[src/source/cpu_consts.svh]
// Word width, register file size and reset address constants for the core
`ifndef CPU_CONSTS_SVH
`define CPU_CONSTS_SVH

// ==================================================
// Datapath sizes
// ==================================================

// Core word width
`define CPU_DATA_W 16

// Core register file
`define CPU_REG_CNT 16
`define CPU_REG_AW 4

// ==================================================
// Address map
// ==================================================

// First fetch address
`define CPU_PC_RESET 16'h1000

// Offset added to every scaled data address
`define CPU_DMEM_BASE 16'h1000

`endif

[src/source/cpu_pkg.sv]
// Instruction formats, instruction union, opcode and ALU enums, control bundle
`include "cpu_consts.svh"

package cpu_pkg;

    // Major opcode in bits 15:13
    typedef enum logic [2:0] {
        ARITH   = 3'b000,
        CMP_MUL = 3'b001,
        LOAD    = 3'b010,
        STORE   = 3'b011,
        BRANCH  = 3'b100,
        JUMP    = 3'b101
    } cpu_opcode_e;

    // R format where func picks the second op of the opcode pair
    typedef struct packed {
        cpu_opcode_e            opcode;
        logic [`CPU_REG_AW-1:0] rs;
        logic [`CPU_REG_AW-1:0] rt;
        logic [`CPU_REG_AW-1:0] rd;
        logic                   func;
    } cpu_r_fmt_t;

    // I format for LW, SW and BEQ
    typedef struct packed {
        cpu_opcode_e            opcode;
        logic [`CPU_REG_AW-1:0] rs;
        logic [`CPU_REG_AW-1:0] rt;
        logic [4:0]             imm;
    } cpu_i_fmt_t;

    // J format with an absolute target
    typedef struct packed {
        cpu_opcode_e opcode;
        logic [12:0] target;
    } cpu_j_fmt_t;

    typedef union packed {
        cpu_r_fmt_t r;
        cpu_i_fmt_t i;
        cpu_j_fmt_t j;
    } cpu_instr_u;

    typedef enum logic [2:0] {
        ADD    = 3'd0,
        SUB    = 3'd1,
        SLT    = 3'd2,
        MUL    = 3'd3,
        ADDR   = 3'd4,
        PC_INC = 3'd5,
        BR_TGT = 3'd6
    } cpu_alu_op_e;

    // One-cycle enables from the FSM to the datapath
    typedef struct packed {
        logic        pc_inc_we;
        logic        jump_we;
        logic        branch_we;
        logic        ir_we;
        logic        opnd_we;
        logic        alu_we;
        cpu_alu_op_e alu_op;
        logic        rf_we_alu;
        logic        rf_we_mem;
        logic        mdr_we;
    } cpu_ctrl_t;

endpackage

[src/source/cpu_alu.sv]
// Combinational ALU for R-type ops, address, PC increment and branch target
`timescale 1ns/1ns
`include "cpu_consts.svh"

module cpu_alu import cpu_pkg::*; (
    input  cpu_alu_op_e                  i_op,
    input  logic signed [`CPU_DATA_W-1:0] i_a,
    input  logic signed [`CPU_DATA_W-1:0] i_b,
    input  logic [`CPU_DATA_W-1:0]        i_pc,
    input  logic [4:0]                    i_imm,
    output logic [`CPU_DATA_W-1:0]        o_result
);

    logic signed [`CPU_DATA_W-1:0] imm_ext;

    assign imm_ext = {{(`CPU_DATA_W-5){i_imm[4]}}, i_imm};

    always_comb
    begin
        case (i_op)
            ADD:     o_result = i_a + i_b;
            SUB:     o_result = i_a - i_b;
            SLT:     o_result = {{(`CPU_DATA_W-1){1'b0}}, (i_a < i_b)};
            // Low word of the signed product
            MUL:     o_result = i_a * i_b;
            ADDR:    o_result = i_a + imm_ext;
            PC_INC:  o_result = i_pc + 1'b1;
            // PC already points past the branch here
            BR_TGT:  o_result = i_pc + imm_ext;
            default: o_result = '0;
        endcase
    end

endmodule

[src/source/cpu_regfile.sv]
// Sixteen core registers, two combinational read ports and one write port
`timescale 1ns/1ns
`include "cpu_consts.svh"

module cpu_regfile (
    input  logic                   clk,
    input  logic                   rst_n,
    input  logic [`CPU_REG_AW-1:0] i_rs_idx,
    input  logic [`CPU_REG_AW-1:0] i_rt_idx,
    input  logic                   i_we,
    input  logic [`CPU_REG_AW-1:0] i_wr_idx,
    input  logic [`CPU_DATA_W-1:0] i_wr_data,
    output logic [`CPU_DATA_W-1:0] o_rs_data,
    output logic [`CPU_DATA_W-1:0] o_rt_data
);

    logic signed [`CPU_DATA_W-1:0] core_regs [`CPU_REG_CNT];

    // ==================================================
    // Write port
    // ==================================================
    always_ff @(posedge clk or negedge rst_n)
    begin
        if (!rst_n)
        begin
            for (int idx = 0; idx < `CPU_REG_CNT; idx++)
            begin
                core_regs[idx] <= '0;
            end
        end
        else if (i_we)
        begin
            core_regs[i_wr_idx] <= i_wr_data;
        end
    end

    // ==================================================
    // Read ports
    // ==================================================
    assign o_rs_data = core_regs[i_rs_idx];
    assign o_rt_data = core_regs[i_rt_idx];

endmodule

[src/source/cpu_datapath.sv]
// PC, IR, operand, ALU result and memory data registers with branch and address logic
`timescale 1ns/1ns
`include "cpu_consts.svh"

module cpu_datapath import cpu_pkg::*; (
    input  logic                   clk,
    input  logic                   rst_n,
    input  cpu_ctrl_t              i_ctrl,
    input  cpu_instr_u             i_imem_data,
    input  logic [`CPU_DATA_W-1:0] i_dmem_rdata,
    output cpu_instr_u             o_ir,
    output logic [`CPU_DATA_W-1:0] o_imem_addr,
    output logic [`CPU_DATA_W-1:0] o_dmem_addr,
    output logic [`CPU_DATA_W-1:0] o_dmem_wdata
);

    logic [`CPU_DATA_W-1:0]        pc;
    logic [`CPU_DATA_W-1:0]        fetch_addr;
    cpu_instr_u                    ir;
    logic signed [`CPU_DATA_W-1:0] opnd_a;
    logic signed [`CPU_DATA_W-1:0] opnd_b;
    logic [`CPU_DATA_W-1:0]        rs_data;
    logic [`CPU_DATA_W-1:0]        rt_data;
    logic [`CPU_DATA_W-1:0]        alu_result;
    logic [`CPU_DATA_W-1:0]        alu_out;
    logic [`CPU_DATA_W-1:0]        mdr;
    logic [`CPU_DATA_W-1:0]        jump_target;
    logic                          operands_equal;
    logic                          rf_we;
    logic [`CPU_REG_AW-1:0]        rf_wr_idx;
    logic [`CPU_DATA_W-1:0]        rf_wr_data;

    // ==================================================
    // Program counter
    // ==================================================
    assign jump_target    = `CPU_DATA_W'(ir.j.target);
    assign operands_equal = (opnd_a == opnd_b);

    // Fetch address holds the old PC while the fetch is outstanding
    always_ff @(posedge clk or negedge rst_n)
    begin
        if (!rst_n)
        begin
            pc         <= `CPU_PC_RESET;
            fetch_addr <= `CPU_PC_RESET;
        end
        else if (i_ctrl.pc_inc_we)
        begin
            fetch_addr <= pc;
            pc         <= alu_result;
        end
        else if (i_ctrl.jump_we)
        begin
            pc <= jump_target;
        end
        else if (i_ctrl.branch_we && operands_equal)
        begin
            pc <= alu_result;
        end
    end

    // ==================================================
    // Instruction, operand and result registers
    // ==================================================
    always_ff @(posedge clk)
    begin
        if (i_ctrl.ir_we)
            ir <= i_imem_data;
        if (i_ctrl.opnd_we)
        begin
            opnd_a <= rs_data;
            opnd_b <= rt_data;
        end
        if (i_ctrl.alu_we)
            alu_out <= alu_result;
        if (i_ctrl.mdr_we)
            mdr <= i_dmem_rdata;
    end

    cpu_alu alu_i (
        .i_op     (i_ctrl.alu_op),
        .i_a      (opnd_a),
        .i_b      (opnd_b),
        .i_pc     (pc),
        .i_imm    (ir.i.imm),
        .o_result (alu_result)
    );

    // ==================================================
    // Register file
    // ==================================================
    // LW writes rt, R format writes rd
    assign rf_we      = i_ctrl.rf_we_alu | i_ctrl.rf_we_mem;
    assign rf_wr_idx  = i_ctrl.rf_we_mem ? ir.i.rt : ir.r.rd;
    assign rf_wr_data = i_ctrl.rf_we_mem ? mdr : alu_out;

    cpu_regfile regfile_i (
        .clk       (clk),
        .rst_n     (rst_n),
        .i_rs_idx  (ir.r.rs),
        .i_rt_idx  (ir.r.rt),
        .i_we      (rf_we),
        .i_wr_idx  (rf_wr_idx),
        .i_wr_data (rf_wr_data),
        .o_rs_data (rs_data),
        .o_rt_data (rt_data)
    );

    // Word address scaled to bytes, then offset into data space
    assign o_dmem_addr  = (alu_out << 1) + `CPU_DMEM_BASE;
    assign o_dmem_wdata = opnd_b;
    assign o_imem_addr  = fetch_addr;
    assign o_ir         = ir;

endmodule

[src/source/cpu_control.sv]
// Main FSM sequencing fetch, decode, execute, memory access and writeback
`timescale 1ns/1ns

module cpu_control import cpu_pkg::*; (
    input  logic       clk,
    input  logic       rst_n,
    input  cpu_instr_u i_ir,
    input  logic       i_imem_valid,
    input  logic       i_dmem_valid,
    output cpu_ctrl_t  o_ctrl,
    output logic       o_imem_req,
    output logic       o_dmem_req,
    output logic       o_dmem_we
);

    typedef enum logic [2:0] {
        FETCH,
        FETCH_WAIT,
        DECODE,
        EXEC,
        MEM,
        MEM_WAIT,
        WB
    } state_t;

    state_t      state;
    state_t      next_state;
    logic        is_r;
    logic        is_load;
    logic        is_store;
    logic        is_branch;
    logic        is_jump;
    cpu_alu_op_e exec_op;

    // ==================================================
    // Instruction decode
    // ==================================================
    assign is_r      = (i_ir.r.opcode == ARITH) || (i_ir.r.opcode == CMP_MUL);
    assign is_load   = (i_ir.r.opcode == LOAD);
    assign is_store  = (i_ir.r.opcode == STORE);
    assign is_branch = (i_ir.r.opcode == BRANCH);
    assign is_jump   = (i_ir.r.opcode == JUMP);

    always_comb
    begin
        case (i_ir.r.opcode)
            ARITH:   exec_op = i_ir.r.func ? SUB : ADD;
            CMP_MUL: exec_op = i_ir.r.func ? MUL : SLT;
            BRANCH:  exec_op = BR_TGT;
            default: exec_op = ADDR;
        endcase
    end

    // ==================================================
    // Next state and datapath enables
    // ==================================================
    always_comb
    begin
        next_state    = state;
        o_ctrl        = '0;
        o_ctrl.alu_op = PC_INC;
        case (state)
            FETCH:
            begin
                o_ctrl.pc_inc_we = 1'b1;
                next_state       = FETCH_WAIT;
            end
            FETCH_WAIT:
            begin
                if (i_imem_valid)
                begin
                    o_ctrl.ir_we = 1'b1;
                    next_state   = DECODE;
                end
            end
            DECODE:
            begin
                o_ctrl.opnd_we = 1'b1;
                if (is_jump)
                begin
                    o_ctrl.jump_we = 1'b1;
                    next_state     = FETCH;
                end
                else if (is_r || is_load || is_store || is_branch)
                    next_state = EXEC;
                else
                    next_state = FETCH;  // undefined opcodes retire as no-ops
            end
            EXEC:
            begin
                o_ctrl.alu_op = exec_op;
                o_ctrl.alu_we = 1'b1;
                if (is_branch)
                begin
                    o_ctrl.branch_we = 1'b1;
                    next_state       = FETCH;
                end
                else if (is_r)
                    next_state = WB;
                else
                    next_state = MEM;
            end
            MEM:
            begin
                next_state = MEM_WAIT;
            end
            MEM_WAIT:
            begin
                if (i_dmem_valid)
                begin
                    o_ctrl.mdr_we = is_load;
                    next_state    = is_load ? WB : FETCH;
                end
            end
            WB:
            begin
                o_ctrl.rf_we_alu = is_r;
                o_ctrl.rf_we_mem = is_load;
                next_state       = FETCH;
            end
            default:
            begin
                next_state = FETCH;
            end
        endcase
    end

    // State and registered memory strobes
    always_ff @(posedge clk or negedge rst_n)
    begin
        if (!rst_n)
        begin
            state      <= FETCH;
            o_imem_req <= 1'b0;
            o_dmem_req <= 1'b0;
            o_dmem_we  <= 1'b0;
        end
        else
        begin
            state      <= next_state;
            o_imem_req <= (state == FETCH);
            o_dmem_req <= (state == MEM);
            o_dmem_we  <= (state == MEM) && is_store;
        end
    end

endmodule

[src/source/cpu_top.sv]
// Core top level joining the control FSM and datapath to the memory ports
`timescale 1ns/1ns
`include "cpu_consts.svh"

module cpu_top import cpu_pkg::*; (
    input  logic                   clk,
    input  logic                   rst_n,
    // Instruction port
    output logic                   o_imem_req,
    output logic [`CPU_DATA_W-1:0] o_imem_addr,
    input  logic                   i_imem_valid,
    input  cpu_instr_u             i_imem_data,
    // Data port
    output logic                   o_dmem_req,
    output logic                   o_dmem_we,
    output logic [`CPU_DATA_W-1:0] o_dmem_addr,
    output logic [`CPU_DATA_W-1:0] o_dmem_wdata,
    input  logic                   i_dmem_valid,
    input  logic [`CPU_DATA_W-1:0] i_dmem_rdata
);

    cpu_ctrl_t  ctrl;
    cpu_instr_u ir;

    // ==================================================
    // Control
    // ==================================================
    cpu_control control_i (
        .clk          (clk),
        .rst_n        (rst_n),
        .i_ir         (ir),
        .i_imem_valid (i_imem_valid),
        .i_dmem_valid (i_dmem_valid),
        .o_ctrl       (ctrl),
        .o_imem_req   (o_imem_req),
        .o_dmem_req   (o_dmem_req),
        .o_dmem_we    (o_dmem_we)
    );

    // ==================================================
    // Datapath
    // ==================================================
    cpu_datapath datapath_i (
        .clk          (clk),
        .rst_n        (rst_n),
        .i_ctrl       (ctrl),
        .i_imem_data  (i_imem_data),
        .i_dmem_rdata (i_dmem_rdata),
        .o_ir         (ir),
        .o_imem_addr  (o_imem_addr),
        .o_dmem_addr  (o_dmem_addr),
        .o_dmem_wdata (o_dmem_wdata)
    );

endmodule

[config.mk]
export PLATFORM = sky130hd
export DESIGN_NAME = cpu_top
export DESIGN_NICKNAME = d
export VERILOG_FILES = /design/src/source/cpu_pkg.sv /design/src/source/cpu_alu.sv /design/src/source/cpu_regfile.sv /design/src/source/cpu_datapath.sv /design/src/source/cpu_control.sv /design/src/source/cpu_top.sv
export VERILOG_INCLUDE_DIRS = /design/src /design/src/source
export SDC_FILE = /design/constraint.sdc
export NUM_CORES = 1
export LEC_CHECK = 0
export BUFFER_PORTS_ARGS = -buffer_cell sky130_fd_sc_hd__clkbuf_2
export CORE_MARGIN = 2
export CORE_UTILIZATION = 57
export DETAILED_ROUTE_END_ITERATION = 7
export PLACE_DENSITY = 0.86
export SLEW_MARGIN = 0
export SYNTH_ARGS = -nofsm -noshare
export SYNTH_HDL_FRONTEND = slang
export SYNTH_SLANG_ARGS = --single-unit
[constraint.sdc]
create_clock -name clk -period 5.1 [get_ports clk]
set_clock_uncertainty 0.15 [all_clocks]
set_input_delay 0.255 -clock clk [delete_from_list [all_inputs] [get_ports clk]]
set_output_delay 0.255 -clock clk [all_outputs]
set_load 0.01 [all_outputs]
Yosys cells after proc, flatten, opt, wreduce, memory -nomap -nowiden

Index checks and enable logic that the tools add are counted.

Flip-flop bits (word level): 374
Bits of input ports: 36

Add/subtract/negate cells: 6
Multipliers: 1
Order comparisons: 5
Eq/ne operators: 20
Mux-type cells: 38
Bitwise gates (word level): 4
Reductions and logical operators: 12

Operators with widths:

| kind                     | number |
|---|---|
| $bwmux W256              | 1 |
| $mux W16                 | 9 |
| $bmux W16 S4             | 2 |
| $pmux W16 S7             | 1 |
| $demux W16 S4            | 1 |
| $add A16 B16 Y16         | 2 |
| $eq A3 B3 Y1 const B     | 8 |
| $eq A3 B2 Y1 const B     | 6 |
| $pmux W3 S6              | 1 |
| $add A16 B1 Y16 const B  | 1 |
| $add A16 B13 Y16 const B | 1 |
| $add A16 B5 Y16          | 1 |
| $eq A16 B16 Y1           | 1 |
| $lt A16 B16 Y1           | 1 |
| $mul A16 B16 Y16         | 1 |
| $sub A16 B16 Y16         | 1 |
| $ge A5 B5 Y1 const B     | 3 |
| $not A4 Y5               | 3 |
| $mux W1                  | 12 |
| $mux W3                  | 4 |
| $eq A3 B1 Y1 const B     | 3 |
| $logic_not A3 Y1         | 3 |
| $pmux W3 S3              | 1 |
| $mux W2                  | 4 |
| 8 further kinds          | 15 |

Depth between registers and ports, before layout

Word-level depth: 10
Mapped depth: 23
Gate-level depth less buffers: 22

By module

From an unflattened synthesis, not the netlist that was laid out.

Cells, all modules: 2043
Area total of the unflattened synthesis: 25306.8 µm²

Modules (own cells, without submodules):

| module       | times used | cells each | area each (µm²) | seq. area each (µm²) |
|---|---|---|---|---|
| cpu_regfile  | 1          | 849        | 13470.4         | 6406.1 |
| cpu_alu      | 1          | 903        | 6974.2          | 0.0 |
| cpu_datapath | 1          | 238        | 4410.5          | 3205.6 |
| cpu_control  | 1          | 53         | 451.7           | 150.1 |

Worst setup path after synthesis

Ideal clock, no wire load.

Path kind: register -> register
From: reg datapath_i.opnd_b[1] (netlist: datapath_i.o_dmem_wdata[1])
To: reg datapath_i.alu_out[15] (data pin)
Setup time: 0.278 ns
Arrival time: 5.249 ns
Data required time: 4.672 ns
Path slack: -0.577 ns
Cell stages (with the launch flop): 20
Path through: edfxtp_1 -> clkbuf_1 -> and2_1 -> fa_1 -> inv_1 -> fa_1 -> inv_1 -> fa_1 -> fa_1 -> inv_1 -> fa_1 -> fa_1 -> xnor2_1 -> xnor2_1 -> xnor2_1 -> xnor2_1 -> xnor3_1 -> xnor2_1 -> a22oi_1 -> o211ai_1

Cells in the longest elaborated chain, start to end: 2
Elaborated cells on any way between the ends: 4
Classes of those cells: add/sub (2); mul (1); mux (1)

RTL lines:

| what                                           | line               | text |
|---|---|---|
| from (decl)                                    | cpu_datapath.sv:21 | `` logic signed [`CPU_DATA_W-1:0] opnd_b; `` |
| from (signal assigned)                         | cpu_datapath.sv:72 | `opnd_b <= rt_data;` |
| $mul A16 B16 Y16, or another cell as far along | cpu_alu.sv:25      | `MUL: o_result = i_a * i_b;` |
| $pmux W16 S7 (*)                               | cpu_alu.sv:20      | `case (i_op)` |
| net datapath_i.alu_i.o_result[15]              | cpu_alu.sv:11      | `` output logic [`CPU_DATA_W-1:0] o_result `` |
| to (signal assigned)                           | cpu_datapath.sv:75 | `alu_out <= alu_result;` |
| to (decl)                                      | cpu_datapath.sv:25 | `` logic [`CPU_DATA_W-1:0] alu_out; `` |

Mark *: on every way through the listed nets, which the timed path passes. The rest lies on a longest branch.
A chain may end at the register's enable or synchronous reset.

Worst setup path in the final report

From: reg datapath_i.opnd_b[4] (netlist: datapath_i.o_dmem_wdata[4])
To: reg datapath_i.alu_out[11] (data pin)

Same word-level chain as after synthesis.

==> flow_metrics.py <==
metrics = {
    "clocking": {
        "cts_inserted_buffers": 38,
        "clock_path_buffers": 3,
        "cts_sinks": 374,
        "htree_num_levels": 2,
        "cts_tree": "done",
        "worst_setup_hold_path_clk_slew_ns": 0.06,
        "clockRootBuffer": "sky130_fd_sc_hd__clkbuf_16",
        "clock_latency_ns": 0.55,
    },
    "global_route": {
        "globalRouteTotalUtil_pct": 35.4,
        "grt_antenna_before_repair": 7,
        "first_global_vias": 20500,
        "grt_first_pass_wirelength_microns": 117000,
        "globalRouteOverflowTotal": 0,
        "grt_max_degree": 141,
    },
    "timing": {
        "grt_setup_unrepaired": "true",
        "timing_worst_slew_pin_value_ns": 1.39,
        "fmax_mhz": 183,
        "drv_slew": 0,
        "slew-limit-headroom_pct": 4.62,
        "setup_viol": 13,
        "total_count_of_hold_check_failures_in_the_final_report": 0,
        "post-route-min-period_ns": 5.46,
        "period_utilization_pct": 107,
        "finalWorstSetupSlack_ns": -0.357,
    },
    "run_status": {
        "outcome": "complete, but fails checks",
        "violated_checks": "negative setup slack",
    },
    "logic_synthesis": {
        "netlist.area_leader.share_pct": 30.2,
        "synth.lib_cells_used.distinct": 77,
        "synth.cell_area_sq_mm": 0.0242,
        "synthesis.area_per_instance_sq_um": 11.0,
        "synth_area_leader_cell": "sky130_fd_sc_hd__dfrtp_1",
        "postSynthCellCount": 2193,
        "syn_nets": 2427,
        "synth-seq-cells": 374,
        "synth-edff-count": 80,
        "yosysSeqAreaShare_pct": 40.4,
        "area_contributors_post_synth": "sky130_fd_sc_hd__dfrtp_1, sky130_fd_sc_hd__mux4_2, sky130_fd_sc_hd__edfxtp_1",
        "asyncSetResetFlopFracSynth_pct": 78.6,
        "dominantRegCellSynth": "sky130_fd_sc_hd__dfrtp_1",
        "yosysWarningCount": 0,
    },
    "finish": {
        "sequential_cell_area_sq_mm": 0.00976,
        "post_layout_nonfiller_instances": 2935,
        "final_layout_size_suffix_gt1_share_pct": 23.2,
        "areaGrowthSynthToFinish_pct": 14.8,
        "layout.cell_area.non_filler_sq_mm": 0.0277,
        "multiInputGateArea_sq_mm": 0.0133,
        "filler_cell_count": 2927,
        "post_layout_net_count": 2600,
    },
    "detailed_routing": {
        "routedWlPerCell_microns": 25.8,
        "drt-pass1-iter-count": 8,
        "vias": 19400,
        "drt_drc_violations_left": 0,
        "route.detailed.vias_per_inst": 6.60,
        "detail_route.iter0.violations": 2387,
        "route.antenna.remaining_nets": 0,
        "drt-total-wl_microns": 75700,
    },
    "floorplanning": {
        "num_rows": 75,
        "io_pins": 87,
        "design.die.area_sq_mm": 0.0440,
        "die_x_microns": 210,
        "floorplan.initialDensity_pct": 57.7,
        "placeableCoreArea_sq_mm": 0.0419,
        "die_y_microns": 210,
    },
    "worst_setup_path": {
        "critical_path_class": "register to register",
        "endpoint_kind": "register",
        "worst_ep_required_time_ns": 5.21,
        "crit_arrival_ns": 5.57,
        "critPathMaxFanout": 6,
        "critical_path.most_common_cell": "sky130_fd_sc_hd__fa_1",
        "number_of_buffer_and_inverter_instances_along_the_worst_setup_path": 3,
        "slowest_delay_ns": 0.55,
        "critical_path.top_delay_family": "adder cells",
        "critical-path-slowest-cell": "sky130_fd_sc_hd__fa_1",
        "path_cells": "buf_4 -> and2_1 -> fa_1 -> fa_1 -> ha_1 -> inv_1 -> fa_1 -> fa_1 -> fa_1 -> inv_1 -> ha_2 -> or3_1 -> o211ai_1 -> nor2b_2 -> xnor2_1 -> a221oi_2 -> o21ai_1",
        "start_kind": "register",
    },
    "placed_design": {
        "finalWeightedCongestion": 0.956,
        "placement_cell_area_sq_mm": 0.0258,
        "detailed_place_hpwl_microns": 49800,
        "port_buffers": 85,
        "dp_slack_ns": -0.451,
        "dp_cells": 2815,
    },
    "hold_path": {
        "timing.hold.worst.class": "input port to async pin",
    },
    "pwr": {
        "reported_leakage_power_nw": 12.6,
        "p_per_area_mw_per_mm2": 786,
        "ir_drop_mv": 1.40,
    },
    "flow_run": {
        "maxCapViolations": 0,
    },
}
-- layout by cell type (no fill, tap or decap), types with 11 or more instances in the layout --
cell	n
sky130_fd_sc_hd__dfrtp_1	292
sky130_fd_sc_hd__clkbuf_2	84
sky130_fd_sc_hd__ha_1	107
sky130_fd_sc_hd__a21oi_1	166
sky130_fd_sc_hd__nor2_1	174
sky130_fd_sc_hd__a21o_1	31
sky130_fd_sc_hd__xor2_1	29
sky130_fd_sc_hd__or3_1	11
sky130_fd_sc_hd__edfxtp_1	80
sky130_fd_sc_hd__mux2i_1	14
sky130_fd_sc_hd__o21ai_0	155
sky130_fd_sc_hd__inv_1	156
sky130_fd_sc_hd__o21a_1	12
sky130_fd_sc_hd__mux4_2	160
sky130_fd_sc_hd__buf_4	147
sky130_fd_sc_hd__nand2b_1	12
sky130_fd_sc_hd__nand3_1	15
sky130_fd_sc_hd__dlygate4sd3_1	35
sky130_fd_sc_hd__xnor2_1	48
sky130_fd_sc_hd__clkbuf_16	41
sky130_fd_sc_hd__a22oi_1	14
sky130_fd_sc_hd__nand2_1	247
sky130_fd_sc_hd__and2_1	37
sky130_fd_sc_hd__mux2_2	19
sky130_fd_sc_hd__fa_1	81
-- through the flow --
step                      hold WS (ns)  power (mW)  setup TNS [ns]  util (%)
after floorplan                 -0.191        13.2          -0.932         -
after global placement           0.283        17.0           -4.43      61.6
after detailed placement         0.284        17.3           -5.37      61.6
after CTS                        0.269        21.2           -3.30      66.0
after global routing             0.282        23.4           -6.45      66.2
final                            0.246        21.8           -3.54      66.2
-- final timing paths --
kind,start,to,slack (ns),cells after the start
min in group clk,i_imem_data[1],datapath_i.o_ir[1],0.27,2
worst min-delay path,rst_n,datapath_i.regfile_i.core_regs[16],0.25,2
max in group asynchronous,rst_n,datapath_i.regfile_i.core_regs[105],3.08,3
worst max register to register,datapath_i.o_dmem_wdata[4],datapath_i.alu_out[11],-0.36,17
worst min register to register,datapath_i.regfile_i.core_regs[25],datapath_i.regfile_i.core_regs[25],0.35,2
worst max-delay path,datapath_i.o_dmem_wdata[4],datapath_i.alu_out[11],-0.36,17
-- layout make-up --
class	count	share of cell area, %
diodes	2	0.0181
clock inverters	17	0.727
multi-input cells	1509	48.0
clock buffers	51	3.91
well taps	539	2.43
repair buffers	281	7.54
inverters	162	2.20
flip-flops and latches	374	35.2
-- where the power goes --
part / internal, mW / switching (mW)
Combinational: 7.06 / 7.46
Clock: 1.70 / 1.22
Sequential: 3.73 / 0.628
-- what timing repair did --
action / CTS / global route
gates resized for setup: 33 / 15
setup buffers: 11 / 4
endpoints found under the setup margin: 17 / 17
endpoints found under the hold margin: 172 / 0
pin swaps: 19 / 10
hold buffers: 35 / 0
-- metal layers --
| layer | part of all wire, % | global-route usage [%] | up-vias |
|---|---|---|---|
| met5 | 0.038 | 0 | - |
| met4 | 7.2 | 21.1 | 6 |
| met3 | 12 | 10.4 | 483 |
| met2 | 47 | 57.2 | 1431 |
| met1 | 33 | 42.4 | 9385 |
| li1 | - | - | 8066 |
-- sequential cells by signal, indices dropped and copies added (netlist names) --
name,flops
datapath_i.alu_out,16
datapath_i.o_imem_addr,16
datapath_i.opnd_a,16
datapath_i.pc,16
control_i.o_dmem_req,1
control_i.state,3
datapath_i.o_dmem_wdata,16
control_i.o_dmem_we,1
datapath_i.o_ir,16
control_i.o_imem_req,1
datapath_i.regfile_i.core_regs,256
datapath_i.mdr,16
-- cell usage after synthesis, drive strengths merged, types with 16 or more instances --
master and number:
xnor2 51, buf 88, mux2 19, mux4 160
and2 43, xor2 29, a21oi 169, o21ai 165
ha 116, fa 82, edfxtp 80, nand2 252
inv 161, nor2 185, clkbuf 60, a22oi 16
dfrtp 292, a21o 31, nand3 17, mux2i 18
-- kinds of logic after synthesis --
kind of cell	after synthesis	synth area share, %
XOR/XNOR	81	2.99
buffers and inverters	310	5.53
adder cells (fa/ha/maj)	198	12.8
flip-flops	374	40.4
multiplexers	197	16.7
AO/OA/AOI/OAI	469	11.3
other	1	0.0155
AND/OR/NAND/NOR	563	10.2
Note: power is estimated with default switching activity, not from simulation.
